===== src/hw/ocl_settings.svh =====
// ------------------------------------------------
// OCL register map and field widths
// ------------------------------------------------
`ifndef OCL_SETTINGS_SVH
`define OCL_SETTINGS_SVH

// Bus widths
`define OCL_ADDR_W 32
`define OCL_DATA_W 32

// Register field widths
`define OCL_VLED_W  16
`define OCL_COUNT_W 16
`define OCL_TICK_W  8

// Register addresses
`define OCL_HELLO_ADDR      32'h0000_0500
`define OCL_VLED_ADDR       32'h0000_0504
`define OCL_CNT_CTRL_ADDR   32'h0000_0510
`define OCL_TICK_VALUE_ADDR 32'h0000_0514
`define OCL_LOAD_VALUE_ADDR 32'h0000_0518
`define OCL_WATERMARK_ADDR  32'h0000_051C
`define OCL_CNT_STATUS_ADDR 32'h0000_0520

// Read data for any unmapped address
`define OCL_UNIMPL_VALUE 32'hdead_beef

// Control word bits
`define OCL_CTRL_ENABLE_BIT  0
`define OCL_CTRL_LOAD_BIT    1
`define OCL_CTRL_CLEAR_BIT   2
`define OCL_CTRL_ONESHOT_BIT 3

// Watermark flag in the status word
`define OCL_STAT_GE_BIT 24

`endif


===== src/hw/ocl_bus_pkg.sv =====
// ------------------------------------------------
// AXI4-Lite bus types
// ------------------------------------------------
`include "ocl_settings.svh"

package ocl_bus_pkg;

  // Address and data words
  typedef logic [`OCL_ADDR_W-1:0] axil_addr_t;
  typedef logic [`OCL_DATA_W-1:0] axil_data_t;

  // Response code
  typedef logic [1:0] axil_resp_t;

  // Only OKAY is ever returned
  localparam axil_resp_t AXIL_RESP_OKAY = 2'b00;

endpackage


===== src/hw/ocl_regs_pkg.sv =====
// ------------------------------------------------
// Register field types
// ------------------------------------------------
`include "ocl_settings.svh"

package ocl_regs_pkg;

  // Virtual LED or DIP word
  typedef logic [`OCL_VLED_W-1:0] vled_t;

  // Main count
  typedef logic [`OCL_COUNT_W-1:0] count_t;

  // Prescaler value
  typedef logic [`OCL_TICK_W-1:0] tick_t;

  // Counter controls
  // Member order mirrors the control word, enable in the LSB
  typedef struct packed {
    logic oneshot;
    logic clear;
    logic load;
    logic enable;
  } cnt_ctrl_t;

endpackage


===== src/hw/cl_hello_top.sv =====
// ------------------------------------------------
// Hello-world custom logic top
// ------------------------------------------------
module cl_hello_top
  import ocl_bus_pkg::*;
  import ocl_regs_pkg::*;
(
  input  logic       clk_main_a0,
  input  logic       rst_main_n_sync,
  // AXI4-Lite slave
  input  logic       awvalid,
  input  axil_addr_t awaddr,
  output logic       awready,
  input  logic       wvalid,
  input  axil_data_t wdata,
  output logic       wready,
  output logic       bvalid,
  output axil_resp_t bresp,
  input  logic       bready,
  input  logic       arvalid,
  input  axil_addr_t araddr,
  output logic       arready,
  output logic       rvalid,
  output axil_data_t rdata,
  output axil_resp_t rresp,
  input  logic       rready,
  // Virtual switches and LEDs
  input  vled_t      status_vdip,
  output vled_t      status_vled
);

  // Register strobes and shared write data
  logic       hello_wr;
  logic       ctrl_wr;
  logic       tick_wr;
  logic       load_wr;
  logic       mark_wr;
  axil_data_t wr_data;

  // Read-back sources
  axil_data_t hello_swapped;
  vled_t      vled_value;
  axil_data_t cnt_status;

  // ------------------------------------------------
  // Bus slave
  // ------------------------------------------------
  ocl_slave ocl_slave_i (
    .clk_main_a0     (clk_main_a0),
    .rst_main_n_sync (rst_main_n_sync),
    .awvalid         (awvalid),
    .awaddr          (awaddr),
    .awready         (awready),
    .wvalid          (wvalid),
    .wdata           (wdata),
    .wready          (wready),
    .bvalid          (bvalid),
    .bresp           (bresp),
    .bready          (bready),
    .arvalid         (arvalid),
    .araddr          (araddr),
    .arready         (arready),
    .rvalid          (rvalid),
    .rdata           (rdata),
    .rresp           (rresp),
    .rready          (rready),
    .hello_wr        (hello_wr),
    .ctrl_wr         (ctrl_wr),
    .tick_wr         (tick_wr),
    .load_wr         (load_wr),
    .mark_wr         (mark_wr),
    .wr_data         (wr_data),
    .hello_swapped   (hello_swapped),
    .vled_value      (vled_value),
    .cnt_status      (cnt_status)
  );

  // ------------------------------------------------
  // Register blocks
  // ------------------------------------------------
  hello_vled hello_vled_i (
    .clk_main_a0     (clk_main_a0),
    .rst_main_n_sync (rst_main_n_sync),
    .hello_wr        (hello_wr),
    .wr_data         (wr_data),
    .status_vdip     (status_vdip),
    .hello_swapped   (hello_swapped),
    .vled_value      (vled_value),
    .status_vled     (status_vled)
  );

  tick_counter tick_counter_i (
    .clk_main_a0     (clk_main_a0),
    .rst_main_n_sync (rst_main_n_sync),
    .ctrl_wr         (ctrl_wr),
    .tick_wr         (tick_wr),
    .load_wr         (load_wr),
    .mark_wr         (mark_wr),
    .wr_data         (wr_data),
    .cnt_status      (cnt_status)
  );

endmodule


===== src/hw/hello_vled.sv =====
// ------------------------------------------------
// Hello-world and virtual LED registers
// ------------------------------------------------
module hello_vled
  import ocl_bus_pkg::*;
  import ocl_regs_pkg::*;
(
  input  logic       clk_main_a0,
  input  logic       rst_main_n_sync,
  input  logic       hello_wr,
  input  axil_data_t wr_data,
  input  vled_t      status_vdip,
  output axil_data_t hello_swapped,
  output vled_t      vled_value,
  output vled_t      status_vled
);

  axil_data_t hello_q;
  vled_t      vdip_q;
  vled_t      vdip_q2;

  // ------------------------------------------------
  // Hello-world word
  // ------------------------------------------------
  always_ff @(posedge clk_main_a0) begin
    if (!rst_main_n_sync) begin
      hello_q <= '0;
    end else if (hello_wr) begin
      hello_q <= wr_data;
    end
  end

  // Read back with byte order reversed
  assign hello_swapped = {hello_q[7:0], hello_q[15:8], hello_q[23:16], hello_q[31:24]};

  // ------------------------------------------------
  // LED shadow and DIP masking
  // ------------------------------------------------
  always_ff @(posedge clk_main_a0) begin
    if (!rst_main_n_sync) begin
      vled_value  <= '0;
      vdip_q      <= '0;
      vdip_q2     <= '0;
      status_vled <= '0;
    end else begin
      // Shadow lags the hello-world word by a cycle
      vled_value  <= hello_q[$bits(vled_t)-1:0];
      // Two-stage DIP synchronizer
      vdip_q      <= status_vdip;
      vdip_q2     <= vdip_q;
      // LEDs only light where the DIP switch is on
      status_vled <= vled_value & vdip_q2;
    end
  end

  // LED never lit where the DIP input was off three edges earlier
  a_vled_masked: assert property (
    @(posedge clk_main_a0) disable iff (!rst_main_n_sync)
    (status_vled & ~$past(status_vdip, 3)) == '0
  );

endmodule


===== src/hw/ocl_slave.sv =====
// ------------------------------------------------
// OCL AXI4-Lite slave and register decode
// ------------------------------------------------
`include "ocl_settings.svh"

module ocl_slave
  import ocl_bus_pkg::*;
  import ocl_regs_pkg::*;
(
  input  logic       clk_main_a0,
  input  logic       rst_main_n_sync,
  // Write address
  input  logic       awvalid,
  input  axil_addr_t awaddr,
  output logic       awready,
  // Write data
  input  logic       wvalid,
  input  axil_data_t wdata,
  output logic       wready,
  // Write response
  output logic       bvalid,
  output axil_resp_t bresp,
  input  logic       bready,
  // Read address
  input  logic       arvalid,
  input  axil_addr_t araddr,
  output logic       arready,
  // Read data
  output logic       rvalid,
  output axil_data_t rdata,
  output axil_resp_t rresp,
  input  logic       rready,
  // Decoded register writes
  output logic       hello_wr,
  output logic       ctrl_wr,
  output logic       tick_wr,
  output logic       load_wr,
  output logic       mark_wr,
  output axil_data_t wr_data,
  // Register read sources
  input  axil_data_t hello_swapped,
  input  vled_t      vled_value,
  input  axil_data_t cnt_status
);

  logic       wr_active;
  axil_addr_t wr_addr;
  logic       wr_fire;
  logic       ar_pend;
  axil_addr_t rd_addr;
  axil_data_t rd_mux;

  // ------------------------------------------------
  // Write address and data
  // ------------------------------------------------
  // One write at a time, held open until the response goes out
  assign awready = !wr_active;
  assign wready  = wr_active && wvalid && !bvalid;
  assign wr_fire = wvalid && wready;

  always_ff @(posedge clk_main_a0) begin
    if (!rst_main_n_sync) begin
      wr_active <= 1'b0;
    end else if (awvalid && awready) begin
      wr_active <= 1'b1;
    end else if (bvalid && bready) begin
      wr_active <= 1'b0;
    end
  end

  always_ff @(posedge clk_main_a0) begin
    if (awvalid && awready) begin
      wr_addr <= awaddr;
    end
  end

  // Write strobes, one per register
  // VLED is read-only, unmapped addresses hit nothing
  assign hello_wr = wr_fire && (wr_addr == `OCL_HELLO_ADDR);
  assign ctrl_wr  = wr_fire && (wr_addr == `OCL_CNT_CTRL_ADDR);
  assign tick_wr  = wr_fire && (wr_addr == `OCL_TICK_VALUE_ADDR);
  assign load_wr  = wr_fire && (wr_addr == `OCL_LOAD_VALUE_ADDR);
  assign mark_wr  = wr_fire && (wr_addr == `OCL_WATERMARK_ADDR);
  assign wr_data  = wdata;

  // ------------------------------------------------
  // Write response
  // ------------------------------------------------
  always_ff @(posedge clk_main_a0) begin
    if (!rst_main_n_sync) begin
      bvalid <= 1'b0;
    end else if (bvalid && bready) begin
      bvalid <= 1'b0;
    end else if (wr_fire) begin
      bvalid <= 1'b1;
    end
  end

  assign bresp = AXIL_RESP_OKAY;

  // ------------------------------------------------
  // Read address
  // ------------------------------------------------
  // Blocked while a read is pending or its data unacknowledged
  assign arready = !ar_pend && !rvalid;

  always_ff @(posedge clk_main_a0) begin
    if (!rst_main_n_sync) begin
      ar_pend <= 1'b0;
    end else begin
      ar_pend <= arvalid && arready;
    end
  end

  always_ff @(posedge clk_main_a0) begin
    if (arvalid && arready) begin
      rd_addr <= araddr;
    end
  end

  // Read source select
  always_comb begin
    case (rd_addr)
      `OCL_HELLO_ADDR:      rd_mux = hello_swapped;
      `OCL_VLED_ADDR:       rd_mux = {{(`OCL_DATA_W-`OCL_VLED_W){1'b0}}, vled_value};
      `OCL_CNT_STATUS_ADDR: rd_mux = cnt_status;
      default:              rd_mux = `OCL_UNIMPL_VALUE;
    endcase
  end

  // ------------------------------------------------
  // Read data
  // ------------------------------------------------
  // Data lands two cycles after the address handshake
  always_ff @(posedge clk_main_a0) begin
    if (!rst_main_n_sync) begin
      rvalid <= 1'b0;
    end else if (rvalid && rready) begin
      rvalid <= 1'b0;
    end else if (ar_pend) begin
      rvalid <= 1'b1;
    end
  end

  always_ff @(posedge clk_main_a0) begin
    if (ar_pend) begin
      rdata <= rd_mux;
    end
  end

  assign rresp = AXIL_RESP_OKAY;

  // Responses hold under back-pressure
  a_bvalid_hold: assert property (
    @(posedge clk_main_a0) disable iff (!rst_main_n_sync)
    bvalid && !bready |=> bvalid
  );

  a_rvalid_hold: assert property (
    @(posedge clk_main_a0) disable iff (!rst_main_n_sync)
    rvalid && !rready |=> rvalid && $stable(rdata)
  );

  // Never more than one register strobed
  a_wr_onehot: assert property (
    @(posedge clk_main_a0) disable iff (!rst_main_n_sync)
    $onehot0({hello_wr, ctrl_wr, tick_wr, load_wr, mark_wr})
  );

endmodule


===== src/hw/tick_counter.sv =====
// ------------------------------------------------
// Prescaled tick counter
// ------------------------------------------------
`include "ocl_settings.svh"

module tick_counter
  import ocl_bus_pkg::*;
  import ocl_regs_pkg::*;
(
  input  logic       clk_main_a0,
  input  logic       rst_main_n_sync,
  input  logic       ctrl_wr,
  input  logic       tick_wr,
  input  logic       load_wr,
  input  logic       mark_wr,
  input  axil_data_t wr_data,
  output axil_data_t cnt_status
);

  cnt_ctrl_t ctrl_q;
  tick_t     tick_q;
  count_t    load_q;
  count_t    mark_q;
  tick_t     presc_q;
  count_t    count_q;
  logic      tick_hit;
  logic      cnt_ge_mark;

  // ------------------------------------------------
  // Control and setting registers
  // ------------------------------------------------
  always_ff @(posedge clk_main_a0) begin
    if (!rst_main_n_sync) begin
      ctrl_q <= '0;
    end else begin
      // Load and clear are single-cycle strobes
      ctrl_q.load  <= ctrl_wr && wr_data[`OCL_CTRL_LOAD_BIT];
      ctrl_q.clear <= ctrl_wr && wr_data[`OCL_CTRL_CLEAR_BIT];
      // Enable and oneshot stick until rewritten
      if (ctrl_wr) begin
        ctrl_q.enable  <= wr_data[`OCL_CTRL_ENABLE_BIT];
        ctrl_q.oneshot <= wr_data[`OCL_CTRL_ONESHOT_BIT];
      end
    end
  end

  always_ff @(posedge clk_main_a0) begin
    if (!rst_main_n_sync) begin
      tick_q <= '0;
      load_q <= '0;
      mark_q <= '0;
    end else begin
      if (tick_wr) begin
        tick_q <= wr_data[`OCL_TICK_W-1:0];
      end
      if (load_wr) begin
        load_q <= wr_data[`OCL_COUNT_W-1:0];
      end
      if (mark_wr) begin
        mark_q <= wr_data[`OCL_COUNT_W-1:0];
      end
    end
  end

  // ------------------------------------------------
  // Prescaler and count
  // ------------------------------------------------
  // Prescaler wraps once it reaches the tick value
  assign tick_hit = (presc_q >= tick_q);

  always_ff @(posedge clk_main_a0) begin
    if (!rst_main_n_sync) begin
      presc_q <= '0;
      count_q <= '0;
    end else if (ctrl_q.clear) begin
      presc_q <= '0;
      count_q <= '0;
    end else if (ctrl_q.load) begin
      // Prescaler keeps its phase across a load
      count_q <= load_q;
    end else if (ctrl_q.enable) begin
      if (tick_hit) begin
        presc_q <= '0;
        // Oneshot parks the count at all ones
        if (!(ctrl_q.oneshot && (&count_q))) begin
          count_q <= count_q + 1'b1;
        end
      end else begin
        presc_q <= presc_q + 1'b1;
      end
    end
  end

  // ------------------------------------------------
  // Status word
  // ------------------------------------------------
  assign cnt_ge_mark = (count_q >= mark_q);

  always_comb begin
    cnt_status                              = '0;
    cnt_status[`OCL_COUNT_W-1:0]            = count_q;
    cnt_status[`OCL_COUNT_W +: `OCL_TICK_W] = presc_q;
    cnt_status[`OCL_STAT_GE_BIT]            = cnt_ge_mark;
  end

  // Count only moves when enabled or right after a control write
  a_count_hold: assert property (
    @(posedge clk_main_a0) disable iff (!rst_main_n_sync)
    (!ctrl_q.enable && !$past(ctrl_wr)) |=> $stable(count_q)
  );

endmodule


===== config.mk =====
export PLATFORM = sky130hd
export DESIGN_NAME = cl_hello_top
export DESIGN_NICKNAME = d
export VERILOG_FILES = /design/src/hw/ocl_bus_pkg.sv /design/src/hw/ocl_regs_pkg.sv /design/src/hw/cl_hello_top.sv /design/src/hw/hello_vled.sv /design/src/hw/ocl_slave.sv /design/src/hw/tick_counter.sv
export VERILOG_INCLUDE_DIRS = /design/src /design/src/hw
export SDC_FILE = /design/constraint.sdc
export NUM_CORES = 1
export LEC_CHECK = 0
export BUFFER_PORTS_ARGS = -buffer_cell sky130_fd_sc_hd__buf_2
export CAP_MARGIN = 20
export CORE_MARGIN = 4
export CORE_UTILIZATION = 50
export DETAILED_ROUTE_END_ITERATION = 8
export PLACE_DENSITY_LB_ADDON = 0.3
export SLEW_MARGIN = 40
export SYNTH_ARGS = -nofsm -noshare
export SYNTH_HDL_FRONTEND = slang
export SYNTH_SLANG_ARGS = --single-unit

===== constraint.sdc =====
create_clock -name clk_main_a0 -period 3.07 [get_ports clk_main_a0]
set_clock_uncertainty 0.1 [all_clocks]
set_input_delay 0.307 -clock clk_main_a0 [delete_from_list [all_inputs] [get_ports clk_main_a0]]
set_output_delay 0.307 -clock clk_main_a0 [all_outputs]
set_load 0.02 [all_outputs]

==> results of run 1 <==
[state kept, by name, summed over array words and instances, names as in the netlist, 4 cells and up]
signal and flops:
tick_counter_i.load_q 16, tick_counter_i.tick_q 8, hello_vled_i.status_vled 16, tick_counter_i.count_q 16
ocl_slave_i.rdata 32, hello_vled_i.vdip_q2 16, hello_vled_i.vdip_q 16, ocl_slave_i.wr_addr 32
tick_counter_i.mark_q 16, hello_vled_i.hello_q 32, hello_vled_i.vled_value 16, tick_counter_i.ctrl_q 4
tick_counter_i.presc_q 8, ocl_slave_i.rd_addr 32
[path summary, 6_finish.rpt]
| check | start | slack (ps) | to |
|---|---|---|---|
| setup reg to reg | ocl_slave_i.rd_addr[11] | 450 | ocl_slave_i.rdata[29] |
| hold / removal | wdata[7] | 20 | tick_counter_i.mark_q[7] |
| hold reg to reg | hello_vled_i.vdip_q[1] | 310 | hello_vled_i.vdip_q2[1] |
| setup / recovery | ocl_slave_i.rd_addr[11] | 450 | ocl_slave_i.rdata[29] |
[layer usage]
layer,up-vias,global-route usage,wire length [um]
met5,-,0,7
met2,225,0.388,13300
met1,3632,0.270,10800
li1,3787,-,-
met3,56,0.0432,1420
met4,2,0.0815,990
[worst max-delay path, stage by stage, from the launching register on]
cell	delay [ps]
edfxtp_1	380
nor4bb_1	420
nand4_1	230
or3_1	440
buf_4	250
nor2_1	420
and2_1	210
[layout by cell type (no fill, tap or decap), types with 9 or more instances in the layout]
master | netlist | final
inv_1 | 27 | 27
dlygate4sd3_1 | 0 | 113
nand3_1 | 17 | 17
nor2b_1 | 69 | 68
buf_4 | 4 | 11
and2_1 | 50 | 50
a21oi_1 | 10 | 9
o21ai_0 | 15 | 15
nand4_1 | 15 | 15
edfxtp_1 | 96 | 96
ha_1 | 26 | 26
nand2_1 | 57 | 57
nor4_1 | 19 | 19
and3_1 | 23 | 23
nor2_1 | 40 | 40
mux2i_1 | 77 | 77
o31ai_1 | 9 | 9
clkbuf_16 | 0 | 28
buf_2 | 5 | 171
a211o_1 | 13 | 13
dfxtp_1 | 168 | 168
o21ai_1 | 12 | 12
a31oi_1 | 14 | 14
a21boi_1 | 16 | 16
or4_1 | 15 | 15
[final cells by class]
cell class                      count  share of cell area
Clock buffer                       39              0.0580
Clock inverter                     11              0.0123
Inverter                           29             0.00797
Multi-Input combinational cell    564               0.286
Sequential cell                   264               0.457
Tap cell                          270              0.0247
Timing Repair Buffer              297               0.154
[per-stage QoR]
| step | std cells | instance area [um2] | util | power (mW) | setup slack [ps] |
|---|---|---|---|---|---|
| 2_1_floorplan | 904 | 10500 | - | 3.96 | 533 |
| 3_3_place_gp | 1311 | 11600 | 0.567 | 4.10 | 687 |
| 3_5_place_dp | 1311 | 11600 | 0.567 | 4.11 | 583 |
| 4_1_cts | 1474 | 13700 | 0.669 | 7.66 | 551 |
| 5_1_grt | 1474 | 13700 | 0.669 | 7.87 | 272 |
| 6_report | 1474 | 13700 | 0.669 | 7.62 | 454 |
[power by group]
group	internal (mW)	total, mW	switching, mW
logic	0.209	0.400	0.191
registers	3.72	3.76	0.0330
clock network	2.14	3.46	1.32
total	6.07	7.62	1.55
[timing repair]
action	CTS	global route
hold endpoints to repair	120	0
hold buffers	113	0
buffers inserted	0	0
[cell families (layout without fill, tap and decap cells)]
| logic type | after synthesis | after routing | synth area share |
|---|---|---|---|
| xor+xnor | 6 | 6 | 0.00502 |
| flops | 264 | 264 | 0.597 |
| other cells | 1 | 4 | 0.000358 |
| mux | 77 | 77 | 0.0737 |
| simple gates | 338 | 338 | 0.187 |
| fa+ha+maj | 26 | 26 | 0.0311 |
| buf+inv | 76 | 376 | 0.0322 |
| compound gates | 113 | 113 | 0.0732 |
==> insert_results.sql, run 1 <==
INSERT INTO impl_metrics (metric_group, metric, value, unit) VALUES
('clocking', 'cts-htree-levels', '1', ''),
('job', 'timing.max_cap.violations', '0', ''),
('synth', 'yosysMostFrequentCell', 'dfxtp_1', ''),
('timing', 'timing_hold_violations_final', '0', ''),
('power', 'pwr_density_cell', '557', 'nW/um2'),
('placed_design', 'globalplace.congestion', '0.863', ''),
('setup_path', 'worst-endpoint-required', '3350', 'ps'),
('clocking', 'clkSlewWorstSetupHoldPaths', '60', 'ps'),
('placed_design', 'numPortBuffers', '171', ''),
('power', 'leakage_power_summed_over_all_cells', '5.13', 'nW'),
('die', 'core-area', '20400', 'um2'),
('setup_path', 'cp_launch_type', 'register', ''),
('setup_path', 'ff2ff_path_depth', '6', ''),
('synth', 'ys.flop_type', 'dfxtp_1', ''),
('placed_design', 'place_hpwl', '17300', 'um'),
('synth', 'synth_edf_count', '96', ''),
('global_route', 'number_of_antenna_violations_at_the_first_check_in_global_routing', '1', ''),
('clocking', 'tritoncts.num_buffers', '27', ''),
('synth', 'synth_top_area_share', '0.321', ''),
('final_layout', 'synthToLayoutAreaGrowth', '30.6', '%'),
('final_layout', 'finish.net_count', '1328', ''),
('timing', 'setup_tns', '0', 'ps'),
('die', 'row_count', '52', ''),
('final_layout', 'layout.area.seq', '6250', 'um2'),
('synth', 'ys_top_cells_by_count', 'dfxtp_1, edfxtp_1, mux2i_1', ''),
('clocking', 'cts_buffer_depth', '3', ''),
('clocking', 'clkLatencyLatePin', '530', 'ps'),
('global_route', 'grt_start_max_net_pins', '107', ''),
('setup_path', 'timing.setup.critical_path_class', 'register to register', ''),
('global_route', 'grt_pass1_wl', '42000', 'um'),
('synth', 'ys_types', '52', ''),
('final_layout', 'fillCellCount', '1499', ''),
('clocking', 'tritoncts_clock_tree', 'done', ''),
('die', 'die-height', '153', 'um'),
('synth', 'ys.warnings.count', '0', ''),
('synth', 'mappedNetlistArea', '10500', 'um2'),
('setup_path', 'data_arrival_time_at_the_worst_slack_endpoint', '2900', 'ps'),
('route', 'drtIter0Drc', '472', ''),
('timing', 'timing_worst_slew_pin_value', '758', 'ps'),
('clocking', 'clock_sink_count', '264', ''),
('synth', 'synth_largest_area_cell', 'dfxtp_1', ''),
('die', 'die-width', '153', 'um'),
('timing', 'fmax', '0.382', 'GHz'),
('synth', 'asyncSetResetFlopFracSynth', '0', ''),
('power', 'power.ir.vdd_worst', '0.565', 'mV'),
('timing', 'setup_violations', '0', ''),
('timing', 'crit_share_post_route', '0.852', ''),
('synth', 'yosys_register_bits', '264', ''),
('route', 'drtPass1Iterations', '4', ''),
('global_route', 'grt_use_total', '0.221', ''),
('synth', 'ranking_of_synthesized_cells_by_area', 'dfxtp_1, edfxtp_1, mux2i_1', ''),
('synth', 'synthesis.instances', '901', ''),
('route', 'vias_after_detailed_routing', '7702', ''),
('final_layout', 'layout-drive-gt1-share', '0.201', ''),
('timing', 'final_worst_path_period_need', '2620', 'ps'),
('clocking', 'post_cts_resized', '0', ''),
('die', 'pin_count', '176', ''),
('timing', 'final.hold.worst_slack', '17.7', 'ps'),
('route', 'post_drt_via_cell_ratio', '5.23', ''),
('final_layout', 'n_antenna_cell', '0', ''),
('timing', 'max-slew-margin-rel', '0.491', ''),
('setup_path', 'timing.critical_path.to_type', 'register', ''),
('worst_hold_path', 'hold_path_cells', '3', ''),
('timing', 'finalMaxSlewViolations', '0', ''),
('die', 'dieArea', '23300', 'um2'),
('die', 'initial_utilization', '0.512', ''),
('global_route', 'grt_overflow', '0', ''),
('worst_hold_path', 'worst_hold_path_type', 'input pin to register', ''),
('setup_path', 'worstPathMaxFanout', '26', ''),
('route', 'wl', '26400', 'um'),
('synth', 'synth_seq_area_share', '0.597', ''),
('global_route', 'first_global_vias', '7814', ''),
('route', 'remaining_drc_errors', '0', ''),
('final_layout', 'area_of_the_multi_input_gates', '3900', 'um2'),
('route', 'ant_nets', '0', ''),
('run_status', 'status', 'completed', ''),
('timing', 'rsz_0062_raised_after_global_routing', 'no', ''),
('synth', 'synthesis.area_per_instance', '11.6', 'um2'),
('clocking', 'root_buffer', 'clkbuf_16', ''),
('route', 'routedWlPerCell', '17.9', 'um');
Power figures use the tool's default switching activity.
==> run 2: changes to the inputs <==
--- a/config.mk
+++ b/config.mk
@@ -6,12 +6,13 @@
 export SDC_FILE = /design/constraint.sdc
 export NUM_CORES = 1
 export LEC_CHECK = 0
+export ABC_AREA = 1
 export BUFFER_PORTS_ARGS = -buffer_cell sky130_fd_sc_hd__buf_2
 export CAP_MARGIN = 20
 export CORE_MARGIN = 4
 export CORE_UTILIZATION = 50
 export DETAILED_ROUTE_END_ITERATION = 8
-export PLACE_DENSITY_LB_ADDON = 0.3
+export PLACE_DENSITY = 0.72
 export SLEW_MARGIN = 40
 export SYNTH_ARGS = -nofsm -noshare
 export SYNTH_HDL_FRONTEND = slang
==> run 2 against run 1 <==
Sequential share of layout area is 0.083 points lower. Area after synthesis is 1.2% higher. Via count is 17% higher. Register-to-register slack better by 120 ps. Sequential power hardly changed. Largest cell class unchanged. Clock power is 11% lower. Synthesized cell count is 30% higher. Count of clock-buffer cells in the layout is 5 lower.
==> insert_results.sql, run 2 <==
INSERT INTO impl_metrics (metric_group, metric, value, unit) VALUES
('run_status', 'status', 'completed', ''),
('die', 'die-height', '153', 'um'),
('power', 'p_comb_frac', '0.057', ''),
('synth', 'synthesis.area_per_instance', '9.02', 'um2'),
('setup_path', 'timing.critical_path.to_type', 'register', ''),
('clocking', 'clkSlewWorstSetupHoldPaths', '70', 'ps'),
('setup_path', 'rrSetupSlack', '570', 'ps'),
('setup_path', 'crit_slowest_cell', 'nor3_1', ''),
('synth', 'yosysMostFrequentCell', 'nand2_1', ''),
('timing', 'max-slew-margin-rel', '0.474', ''),
('synth', 'synth_seq_area_share', '0.590', ''),
('clocking', 'cts-htree-levels', '1', ''),
('timing', 'setup_violations', '0', ''),
('synth', 'synth_top_area_share', '0.318', ''),
('synth', 'synth_edf_count', '96', ''),
('power', 'power.ir.vdd_worst', '0.421', 'mV'),
('die', 'row_count', '52', ''),
('route', 'ant_nets', '0', ''),
('final_layout', 'layout.area.seq', '6250', 'um2'),
('final_layout', 'utilization', '0.668', ''),
('clocking', 'cts_buffer_depth', '3', ''),
('setup_path', 'data_arrival_time_at_the_worst_slack_endpoint', '2860', 'ps'),
('timing', 'fmax', '0.401', 'GHz'),
('timing', 'timing_worst_slew_pin_value', '789', 'ps'),
('die', 'core-area', '20500', 'um2'),
('synth', 'yosys_register_bits', '264', ''),
('power', 'p_sw_frac', '0.223', ''),
('setup_path', 'worst_path_largest_cell_delay', '760', 'ps'),
('global_route', 'grt_use_total', '0.240', ''),
('clocking', 'cts_setup_buffers', '0', ''),
('synth', 'ys_top_cells_by_count', 'nand2_1, dfxtp_1, inv_1', ''),
('clocking', 'post_cts_resized', '0', ''),
('worst_hold_path', 'worst_hold_path.endpoint', 'tick_counter_i.tick_q[2]', ''),
('setup_path', 'cp_launch_type', 'register', ''),
('final_layout', 'area_of_the_multi_input_gates', '3620', 'um2'),
('global_route', 'first_global_vias', '8727', ''),
('final_layout', 'synthToLayoutAreaGrowth', '29.4', '%'),
('final_layout', 'layout-drive-gt1-share', '0.182', ''),
('synth', 'ys_types', '40', ''),
('placed_design', 'place_hpwl', '18800', 'um'),
('placed_design', 'globalplace.congestion', '0.907', ''),
('global_route', 'number_of_antenna_violations_at_the_first_check_in_global_routing', '2', ''),
('synth', 'ys.warnings.count', '0', ''),
('final_layout', 'finish.net_count', '1601', ''),
('power', 'clock_power_share', '0.424', ''),
('route', 'routedWlPerCell', '16.5', 'um'),
('timing', 'rsz_0062_raised_after_global_routing', 'no', ''),
('synth', 'mappedNetlistArea', '10600', 'um2'),
('timing', 'finalMaxSlewViolations', '0', ''),
('power', 'pwr_density_cell', '530', 'nW/um2'),
('placed_design', 'placement_cell_area', '11700', 'um2'),
('route', 'remaining_drc_errors', '0', ''),
('route', 'post_drt_via_cell_ratio', '5.14', ''),
('final_layout', 'mostFrequentLayoutCells', 'nand2_1, buf_2, dfxtp_1, inv_1, nor2_1', ''),
('setup_path', 'critical_path.cell_chain', 'nor3_1 > nand2_2 > nor3_1 > inv_1 > nor3_1', ''),
('synth', 'asyncSetResetFlopFracSynth', '0', ''),
('setup_path', 'worst-endpoint-required', '3430', 'ps'),
('clocking', 'postCtsHoldBufs', '117', ''),
('timing', 'timing_hold_violations_final', '0', ''),
('power', 'seq_power_share', '0.519', ''),
('setup_path', 'r2r_start', 'ocl_slave_i.wr_addr[1]', ''),
('final_layout', 'fillCellCount', '1608', ''),
('synth', 'synthesis.instances', '1173', ''),
('power', 'p_switching', '1.62', 'mW'),
('job', 'timing.max_cap.violations', '0', ''),
('setup_path', 'worstSetupPathDepth', '5', ''),
('setup_path', 'ff2ff_path_depth', '5', ''),
('die', 'die-width', '153', 'um'),
('setup_path', 'crit-reg2reg-capture', 'tick_counter_i.ctrl_q[1]', ''),
('final_layout', 'postLayoutCellArea', '13700', 'um2'),
('global_route', 'grt_start_max_net_pins', '122', ''),
('final_layout', 'final_common_cell', 'nand2_1', ''),
('setup_path', 'timing.setup.critical_path_class', 'register to register', ''),
('timing', 'final_worst_path_period_need', '2500', 'ps'),
('worst_hold_path', 'hp-start', 'wdata[2]', ''),
('die', 'dieArea', '23600', 'um2'),
('setup_path', 'critical_path.most_common_cell', 'nor3_1', ''),
('synth', 'ranking_of_synthesized_cells_by_area', 'dfxtp_1, edfxtp_1, nand2_1', ''),
('die', 'initial_utilization', '0.516', ''),
('worst_hold_path', 'worst_hold_path_type', 'input pin to register', ''),
('power', 'design_power_total', '7.26', 'mW'),
('clocking', 'clkLatencyLatePin', '550', 'ps'),
('worst_hold_path', 'hold_path_cells', '3', ''),
('power', 'leakage_power_summed_over_all_cells', '5.88', 'nW'),
('die', 'pin_count', '176', ''),
('clocking', 'root_buffer', 'clkbuf_16', ''),
('timing', 'setup_tns', '0', 'ps'),
('route', 'wl', '28900', 'um'),
('clocking', 'tritoncts.num_buffers', '27', ''),
('global_route', 'grt_overflow', '0', ''),
('route', 'drtIter0Drc', '765', ''),
('route', 'vias_after_detailed_routing', '8990', ''),
('clocking', 'tritoncts_clock_tree', 'done', ''),
('synth', 'synth_largest_area_cell', 'dfxtp_1', ''),
('route', 'drtPass1Iterations', '5', ''),
('setup_path', 'critical_path_buf_inv_count', '1', ''),
('timing', 'final.hold.worst_slack', '29.1', 'ps'),
('synth', 'ys.flop_type', 'dfxtp_1', ''),
('global_route', 'grt_pass1_wl', '45700', 'um'),
('setup_path', 'critical-path-top-delay-family', 'simple AND/OR/NAND/NOR gates', ''),
('setup_path', 'worstPathMaxFanout', '34', ''),
('timing', 'crit_share_post_route', '0.813', ''),
('power', 'internal_power', '5.64', 'mW'),
('placed_design', 'numPortBuffers', '171', ''),
('clocking', 'clock_sink_count', '264', '');
## run 2: cells by family (layout without fill, tap and decap cells)
group | after synthesis | count (layout) | synth area share
XOR/XNOR | 6 | 6 | 0.00497
AND/OR/NAND/NOR | 519 | 519 | 0.217
adder cells (fa/ha/maj) | 26 | 26 | 0.0307
buffers and inverters | 185 | 486 | 0.0703
other | 1 | 6 | 0.000354
AO/OA/AOI/OAI | 172 | 172 | 0.0868
flip-flops | 264 | 264 | 0.590
## run 2: layout make-up
cell class              instances  area share
diodes                          2    0.000366
clock buffers                  34      0.0537
clock inverters                16     0.00759
inverters                     133      0.0365
multi-input cells             727       0.264
flip-flops and latches        264       0.456
well taps                     270      0.0247
repair buffers                303       0.157
## run 2: stage by stage
step                      instances  setup WS, ps
after floorplan                1176           435
after global placement         1580           778
after detailed placement       1580           686
after CTS                      1747           666
after global routing           1749           446
final                          1749           575
## run 2: worst max path at each step
| stage | startpoint | endpoint | slack, ps |
|---|---|---|---|
| global placement | ocl_slave_i.wr_addr[1] | tick_counter_i.ctrl_q[2] | 780 |
| detailed placement | ocl_slave_i.wr_addr[2] | tick_counter_i.ctrl_q[1] | 690 |
| floorplan | ocl_slave_i.ar_pend | ocl_slave_i.rd_addr[0] | 430 |
| CTS | ocl_slave_i.wr_addr[1] | tick_counter_i.ctrl_q[1] | 670 |
| global route | ocl_slave_i.wr_addr[2] | tick_counter_i.ctrl_q[1] | 450 |
| finish | ocl_slave_i.wr_addr[1] | tick_counter_i.ctrl_q[1] | 570 |
## run 2: worst register-to-register path: stages (launching register included)
cell	delay, ps
edfxtp_1	380
nor3_1	350
nand2_2	440
nor3_1	760
inv_1	190
nor3_1	200
## run 2: metal layers
metal | vias up | global-route usage | part of all wire
li1 | 4422 | - | -
met1 | 4159 | 0.310 | 0.41
met2 | 353 | 0.411 | 0.49
met3 | 56 | 0.0416 | 0.067
met4 | 0 | 0.0761 | 0.031
met5 | - | 0 | 0
## run 2: power by group through the flow
stage	logic, mW	registers [mW]	clock network [mW]
after floorplan	0.118	3.86	0
after global placement	0.281	3.84	0
after detailed placement	0.284	3.84	0
after CTS	0.401	3.77	3.11
after global routing	0.450	3.78	3.28
final	0.414	3.77	3.08
